## config.mk

```make
export PLATFORM = sky130hd
export DESIGN_NAME = regbank_top
export DESIGN_NICKNAME = d
export VERILOG_FILES = /design/src/common/wb_pkg.sv /design/src/common/regbank_pkg.sv /design/src/regfile/regfile_2p.sv /design/src/rtl/wb_decode.sv /design/src/rtl/read_result.sv /design/src/rtl/regbank_top.sv
export VERILOG_INCLUDE_DIRS = /design/src /design/src/common
export SDC_FILE = /design/constraint.sdc
export NUM_CORES = 1
export LEC_CHECK = 0
export BUFFER_PORTS_ARGS = -buffer_cell sky130_fd_sc_hd__buf_2
export CAP_MARGIN = 25
export CORE_UTILIZATION = 31
export CTS_CLUSTER_DIAMETER = 40
export DETAILED_ROUTE_END_ITERATION = 10
export PLACE_DENSITY = 0.63
export SLEW_MARGIN = 20
export SYNTH_ARGS = -nofsm -noshare
export SYNTH_HDL_FRONTEND = slang
export SYNTH_SLANG_ARGS = --single-unit
export TNS_END_PERCENT = 1
```

## constraint.sdc

```tcl
create_clock -name clk_i -period 1.75 [get_ports clk_i]
set_clock_uncertainty 0.2 [all_clocks]
set_input_delay 0.35 -clock clk_i [delete_from_list [all_inputs] [get_ports clk_i]]
set_output_delay 0.35 -clock clk_i [all_outputs]
set_load 0.1 [all_outputs]
```

## src/common/regbank_config.svh

```systemverilog
`ifndef REGBANK_CONFIG_SVH
`define REGBANK_CONFIG_SVH

// size of the control register bank in bytes
`define REGBANK_N_BYTES 32

// wishbone side
`define WB_ADDR_W 8   // byte address
`define WB_DATA_W 32
`define WB_SEL_W  4   // one select per byte lane

// register file word address, log2(32 bytes / 4 lanes)
`define RF_WADDR_W 3

`endif

```

## src/common/wb_pkg.sv

```systemverilog
`include "regbank_config.svh"

package wb_pkg;

   // classic single cycle request, held by the master until ack or err
   typedef struct packed {
      logic                   cyc;
      logic                   stb;
      logic                   we;
      logic [`WB_ADDR_W-1:0]  adr;  // byte address
      logic [`WB_SEL_W-1:0]   sel;  // lane selects, lane 0 = dat[7:0]
      logic [`WB_DATA_W-1:0]  dat;
   } wb_req_t;

   // slave response, ack and err are one-cycle pulses
   typedef struct packed {
      logic                   ack;
      logic                   err;  // address beyond the bank
      logic [`WB_DATA_W-1:0]  dat;  // zero on err
   } wb_rsp_t;

endpackage

```

## src/common/regbank_pkg.sv

```systemverilog
`include "regbank_config.svh"

package regbank_pkg;

   // write port of the register file
   typedef struct packed {
      logic                   wen;
      logic [`RF_WADDR_W-1:0] waddr;  // word address
      logic [`WB_SEL_W-1:0]   wstrb;  // byte write strobes
      logic [`WB_DATA_W-1:0]  wdata;
   } rf_wreq_t;

   // read port of the register file
   typedef struct packed {
      logic                   ren;
      logic [`RF_WADDR_W-1:0] raddr;  // word address
   } rf_rreq_t;

   // every byte register at once, byte n at [n]
   typedef logic [`REGBANK_N_BYTES-1:0][7:0] regs_t;

endpackage

```

## src/regfile/regfile_2p.sv

```systemverilog
`timescale 1ns/100ps
`include "regbank_config.svh"

module regfile_2p (
   input  logic                   clk_i,
   input  logic                   rst_i,
   input  regbank_pkg::rf_wreq_t  wreq_i,
   input  regbank_pkg::rf_rreq_t  rreq_i,
   output logic [`WB_DATA_W-1:0]  rdata_o,
   output regbank_pkg::regs_t     regs_o
);

   localparam int N_WORDS = `REGBANK_N_BYTES / `WB_SEL_W;

   regbank_pkg::regs_t     bank;   // flat byte view of all registers
   logic [`WB_DATA_W-1:0]  rword;  // word selected by raddr

   // byte registers, one per lane of each word
   genvar w;
   genvar j;
   generate
      for (w = 0; w < N_WORDS; w++) begin : g_words
         localparam logic [`RF_WADDR_W-1:0] WORD_ADDR = w;

         logic word_hit;

         assign word_hit = wreq_i.wen && (wreq_i.waddr == WORD_ADDR);

         for (j = 0; j < `WB_SEL_W; j++) begin : g_lanes
            logic [7:0] byte_q;
            logic       byte_we;

            // lane j of the word only when its strobe is set
            assign byte_we = word_hit && wreq_i.wstrb[j];

            always_ff @(posedge clk_i) begin
               if (rst_i) begin
                  byte_q <= '0;
               end else if (byte_we) begin
                  byte_q <= wreq_i.wdata[j*8 +: 8];
               end
            end

            assign bank[w*`WB_SEL_W + j] = byte_q;
         end
      end
   endgenerate

   // word read, lane 0 in the low byte
   assign rword = bank[rreq_i.raddr * `WB_SEL_W +: `WB_SEL_W];
   assign rdata_o = rreq_i.ren ? rword : '0;  // idle port reads zero

   assign regs_o = bank;

   // a write that selects no lane points at a broken request upstream
   a_wen_has_strobe : assert property (
      @(posedge clk_i) disable iff (rst_i)
      wreq_i.wen |-> (wreq_i.wstrb != '0)
   ) else $error("regfile_2p: write enable with empty strobe");

endmodule

```

## src/rtl/wb_decode.sv

```systemverilog
`timescale 1ns/100ps
`include "regbank_config.svh"

module wb_decode (
   input  wb_pkg::wb_req_t        wb_req_i,
   input  logic                   busy_i,
   output regbank_pkg::rf_wreq_t  rf_wreq_o,
   output regbank_pkg::rf_rreq_t  rf_rreq_o,
   output logic                   req_valid_o,
   output logic                   range_err_o
);

   // byte lane bits sit below the word address
   localparam int LANE_W = $clog2(`WB_SEL_W);

   // first byte address past the bank
   localparam logic [`WB_ADDR_W-1:0] BANK_END = `REGBANK_N_BYTES;

   logic                   in_range;
   logic                   take_write;
   logic                   take_read;
   logic [`RF_WADDR_W-1:0] word_addr;

   // a cycle is taken once, busy covers the termination cycle
   assign req_valid_o = wb_req_i.cyc && wb_req_i.stb && !busy_i;

   assign in_range    = (wb_req_i.adr < BANK_END);
   assign range_err_o = !in_range;  // only looked at with req_valid_o

   assign word_addr   = wb_req_i.adr[LANE_W +: `RF_WADDR_W];

   // out-of-range cycles touch neither port
   assign take_write  = req_valid_o && in_range && wb_req_i.we;
   assign take_read   = req_valid_o && in_range && !wb_req_i.we;

   always_comb begin
      rf_wreq_o.wen   = take_write;
      rf_wreq_o.waddr = word_addr;
      rf_wreq_o.wstrb = wb_req_i.sel;  // lane selects map straight to strobes
      rf_wreq_o.wdata = wb_req_i.dat;
   end

   always_comb begin
      rf_rreq_o.ren   = take_read;
      rf_rreq_o.raddr = word_addr;
   end

   // no bus cycle, no write into the bank
   always_comb begin
      if (wb_req_i.cyc === 1'b0) begin
         a_no_write_without_cyc : assert (!rf_wreq_o.wen)
            else $error("wb_decode: write enable outside a bus cycle");
      end
   end

endmodule

```

## src/rtl/read_result.sv

```systemverilog
`timescale 1ns/100ps
`include "regbank_config.svh"

module read_result (
   input  logic                   clk_i,
   input  logic                   rst_i,
   input  logic                   req_valid_i,
   input  logic                   range_err_i,
   input  logic [`WB_DATA_W-1:0]  rdata_i,
   output logic                   busy_o,
   output wb_pkg::wb_rsp_t        wb_rsp_o
);

   logic                  ack_q;
   logic                  err_q;
   logic [`WB_DATA_W-1:0] dat_q;

   // termination, one clock after the cycle is taken
   always_ff @(posedge clk_i) begin
      if (rst_i) begin
         ack_q <= 1'b0;
         err_q <= 1'b0;
      end else begin
         ack_q <= req_valid_i && !range_err_i;
         err_q <= req_valid_i && range_err_i;
      end
   end

   // read word, zero on err and between cycles
   always_ff @(posedge clk_i) begin
      if (req_valid_i && !range_err_i) begin
         dat_q <= rdata_i;
      end else begin
         dat_q <= '0;
      end
   end

   assign busy_o = ack_q || err_q;  // holds off the held stb for one clock

   assign wb_rsp_o.ack = ack_q;
   assign wb_rsp_o.err = err_q;
   assign wb_rsp_o.dat = dat_q;

   a_ack_err_exclusive : assert property (
      @(posedge clk_i) disable iff (rst_i)
      !(ack_q && err_q)
   ) else $error("read_result: ack and err high together");

   // one termination per cycle, never two in a row
   a_single_term : assert property (
      @(posedge clk_i) disable iff (rst_i)
      (ack_q || err_q) |=> !(ack_q || err_q)
   ) else $error("read_result: back-to-back termination");

endmodule

```

## src/rtl/regbank_top.sv

```systemverilog
`timescale 1ns/100ps
`include "regbank_config.svh"

module regbank_top (
   input  logic                clk_i,
   input  logic                rst_i,
   input  wb_pkg::wb_req_t     wb_req_i,
   output wb_pkg::wb_rsp_t     wb_rsp_o,
   output regbank_pkg::regs_t  regs_o
);

   regbank_pkg::rf_wreq_t  rf_wreq;
   regbank_pkg::rf_rreq_t  rf_rreq;
   logic                   req_valid;
   logic                   range_err;
   logic                   busy;       // termination cycle in progress
   logic [`WB_DATA_W-1:0]  rdata;

   // wishbone request into write / read requests
   wb_decode wb_decode_i (
      .wb_req_i    (wb_req_i),
      .busy_i      (busy),
      .rf_wreq_o   (rf_wreq),
      .rf_rreq_o   (rf_rreq),
      .req_valid_o (req_valid),
      .range_err_o (range_err)
   );

   // byte register bank
   regfile_2p regfile_2p_i (
      .clk_i   (clk_i),
      .rst_i   (rst_i),
      .wreq_i  (rf_wreq),
      .rreq_i  (rf_rreq),
      .rdata_o (rdata),
      .regs_o  (regs_o)
   );

   // read data and ack / err
   read_result read_result_i (
      .clk_i       (clk_i),
      .rst_i       (rst_i),
      .req_valid_i (req_valid),
      .range_err_i (range_err),
      .rdata_i     (rdata),
      .busy_o      (busy),
      .wb_rsp_o    (wb_rsp_o)
   );

endmodule

```

==> metrics.md <==
| Metric | Value |
|---|---|
| Adder-cell share of the synthesized area | `0` |
| Total CTS buffers | `45` |
| Slew @ Worst Pin | `0.394 ns` |
| Total GRT Usage | `0.209` |
| R2R setup slack | `approximately 0.03 ns` |
| Crit-path cells | `buf_4 -> buf_12` |
| Critical Path Fanout Max | `3` |
| #FFs+latches synth | `290` |
| Vias in the first global route | `roughly 11k` |
| Post-synthesis sequential area ratio | `0.444` |
| P&R area growth vs syn | `67.2%` |
| Hold Crit Endpoint | `regfile_2p_i.g_words[5].g_lanes[0].byte_q[2]$_SDFFE_PP0P_` |
| Commonest non-fill, non-tap cell in the layout | `nand2b_1` |
| Overall power | `17.0 mW` |
| Worst reg2reg endpoint | `regfile_2p_i.g_words[7].g_lanes[2].byte_q[7]$_SDFFE_PP0P_` |
| Place WS | `-0.294 ns` |
| Clk buf depth | `3` |
| Routability cong. | `0.791` |
| Clk_lat worst skew | `0.56 ns` |
| CP endpoint kind | `output port` |
| Outcome | `finished with violations` |
| Die width | `between 200 and 250 um` |
| Antenna violations before repair | `5` |
| Endpoints failing setup | `1` |
| Setup crit start kind | `register` |
| Via/cell ratio | `4.99` |
| Critical hold path startpoint | `wb_req_i[2]` |
| Relative slew slack | `0.737` |
| Initial DRC Count | `416` |
| DRC viols | `0` |
| WP data arrival | `1.20 ns` |
| Global-route wire length before repair | `69200 um` |
| Vias | `~10k` |
| Synth Instances | `1136` |
| Critical path type | `register to output port` |
| Nets | `1564` |
| Failing checks | `negative setup slack` |
| Largest net degree at the start of global routing | `39` |
| Core area | `41200 um2` |
| Max-slew violations | `0` |
| Post-synthesis area per instance | `11.5 um2` |
| Leading area contributor after synthesis | `dfxtp_1` |
| Clock sink count | `290` |
| WP buf/inv | `2` |
| Die Area | `between 40000 and 50000 um2` |
| Commonest cells after routing, fill and taps aside | `nand2b_1 (288), buf_12 (256), mux2i_1 (255), dfxtp_2 (222), buf_4 (101)` |
| CTS clk-pin slew, worst paths | `around 0.05 ns` |
| R2r startpoint | `read_result_i.ack_q$_SDFF_PP0_` |
| Mean routed wirelength per cell | `~22 um` |
| Yosys warns | `0` |
| Leak | `9.69 nW` |
| Worst VDD drop | `659 uV` |
| Area share of the leading cell type in the synthesized netlist | `0.444` |
| Starting Density | `0.317` |
| Cell row count | `74` |
| Synth Area in XOR/XNOR | `0` |
| HP Class | `input pin to register` |
| RSZ-0062 raised after global routing | `yes` |
| Drt pass-1 iters | `5` |
| R2R depth | `5` |
| Post-Syn Area | `13100 um2` |
| CTS Root Cell | `clkbuf_16` |
| Detail Route Antenna Nets | `0` |
| CTS tree | `built` |
| WP data required | `between 1 and 1.5 ns` |
| I/O pin cnt | `339` |
| Crit path depth | `2` |
| Gr ovfl total | `0` |
| Final HPWL DP | `29600 um` |
| Largest cells by area after synthesis | `dfxtp_1 (44%), mux2i_1 (20%), nand2b_1 (14%), mux4_2 (11%), clkbuf_1 (1.5%)` |
| Final worst slack | `-0.00157 ns` |
| Mapped Nets | `between 1k and 1.5k` |
| Slowest stage delay, CP | `0.33 ns` |
| Delay-heaviest family, CP | `flip-flops` |
| Pwr Density | `780 nW/um2` |
| Hold path depth | `3` |
| Largest family of logic cells by synthesized area | `multiplexers` |
| Period minus WS final | `1.75 ns` |
| Netlist cell types | `28` |
| CTS H-tree depth | `2` |
| Synth Area in Compound Gates | `0.0166` |
| Die height | `around 210 um` |
| Layout cells sized above 1 | `0.538` |
| Mux cell area share after synthesis | `0.307` |
| Post-Synth Simple-Gate Area | `0.192` |
| Maximum clock rate | `0.571 GHz` |
| Tcrit/Tclk final | `1.00` |
| Buffers on Ports | `336` |
| Final hold viol count | `0` |
| Final WL | `46700 um` |
| Max_cap viols | `0` |
| Slowest CP cell | `dfxtp_2` |
how the worst max path moves through the flow:
| stage | start | endpoint | slack [ns] |
|---|---|---|---|
| 2_1_floorplan | rst_i | regfile_2p_i.g_words[4].g_lanes[0].byte_q[0]$_SDFFE_PP0P_ | -0.03 |
| 3_3_place_gp | wb_req_i[43] | regfile_2p_i.g_words[3].g_lanes[3].byte_q[1]$_SDFFE_PP0P_ | -0.28 |
| 3_5_place_dp | wb_req_i[43] | regfile_2p_i.g_words[3].g_lanes[3].byte_q[2]$_SDFFE_PP0P_ | -0.29 |
| 4_1_cts | read_result_i.err_q$_SDFF_PP0_ | wb_rsp_o[32] | -0.03 |
| 5_1_grt | read_result_i.ack_q$_SDFF_PP0_ | wb_rsp_o[33] | -0.05 |
| 6_report | read_result_i.ack_q$_SDFF_PP0_ | wb_rsp_o[33] | -0.002 |
worst min-delay path: stages:
cell and delay (ns):
buf_2 0.08, nand2b_1 0.16, mux2i_1 0.16
cells in the mapped netlist:
library cell,number
buf_4,10
clkinv_1,1
nor3_1,1
mux2i_1,256
and4bb_2,1
or4_1,1
nand4b_1,16
nor4b_4,1
nor3_2,2
nand4bb_1,1
buf_2,25
and3_1,4
a22o_1,15
buf_1,33
nand2b_1,288
buf_6,1
nor3b_1,1
nand4_4,8
or3_1,2
a21oi_1,17
dfxtp_1,290
mux4_2,64
and3b_1,4
and4_1,4
nor4_4,1
nand2_1,34
clkbuf_1,51
nand4_2,4
state kept, by name, indices dropped and copies added (netlist names):
signal and cells:
read_result_i.ack_q 1, read_result_i.err_q 1, read_result_i.dat_q 32, regfile_2p_i.g_words.g_lanes.byte_q 256
routing by layer:
layer  share of wire  vias up  track usage
li1                -     4730            -
met1            0.41     5220        0.251
met2            0.51      370        0.361
met3           0.050       83       0.0480
met4           0.032        2       0.0862
met5         0.00026        -            0
final cells by class:
class                   instances  area [um2]
multi-input cells             725        6760
diodes                          4        10.0
clock buffers                  56        1230
well taps                     532         666
clock inverters                26         373
fillers                      3280       19400
repair buffers                452        6720
flip-flops and latches        290        6080
inverters                       1        3.75
timing repair:
| item | in CTS | in global routing |
|---|---|---|
| setup buffers | 0 | 2 |
| hold buffers | 1 | 0 |
| hold endpoints to repair | 1 | 0 |
| gates resized for setup | 1054 | 183 |
| gates cloned | 0 | 0 |
| endpoints found under the setup margin | 307 | 157 |
kinds of logic (layout without fill, tap and decap cells):
| group | after synthesis | in the layout |
|---|---|---|
| buffers and inverters | 121 | 535 |
| and+or+nand+nor | 373 | 373 |
| AOI/OAI and AO/OA | 32 | 32 |
| muxes | 320 | 320 |
| DFF | 290 | 290 |
| other | 0 | 4 |
where the power goes:
group	internal, mW	switching (mW)	total [mW]
clock network	6.20	3.36	9.56
logic	0.385	0.474	0.860
registers	6.61	0.00639	6.62
total	13.2	3.84	17.0
metrics by stage:
step            util  cells  hold WS, ns  area (um2)   TNS, ns
2_1_floorplan      -   1136        0.335       13100     -6.01
3_3_place_gp   0.392   1997        0.265       16200    -50.87
6_report       0.530   2086       0.0379       21800  -0.00157
3_5_place_dp   0.392   1997        0.273       16200    -54.28
5_1_grt        0.530   2085       0.0432       21800    -0.505
4_1_cts        0.516   2080       0.0109       21300   -0.0742
Power figures use the tool's default switching activity.
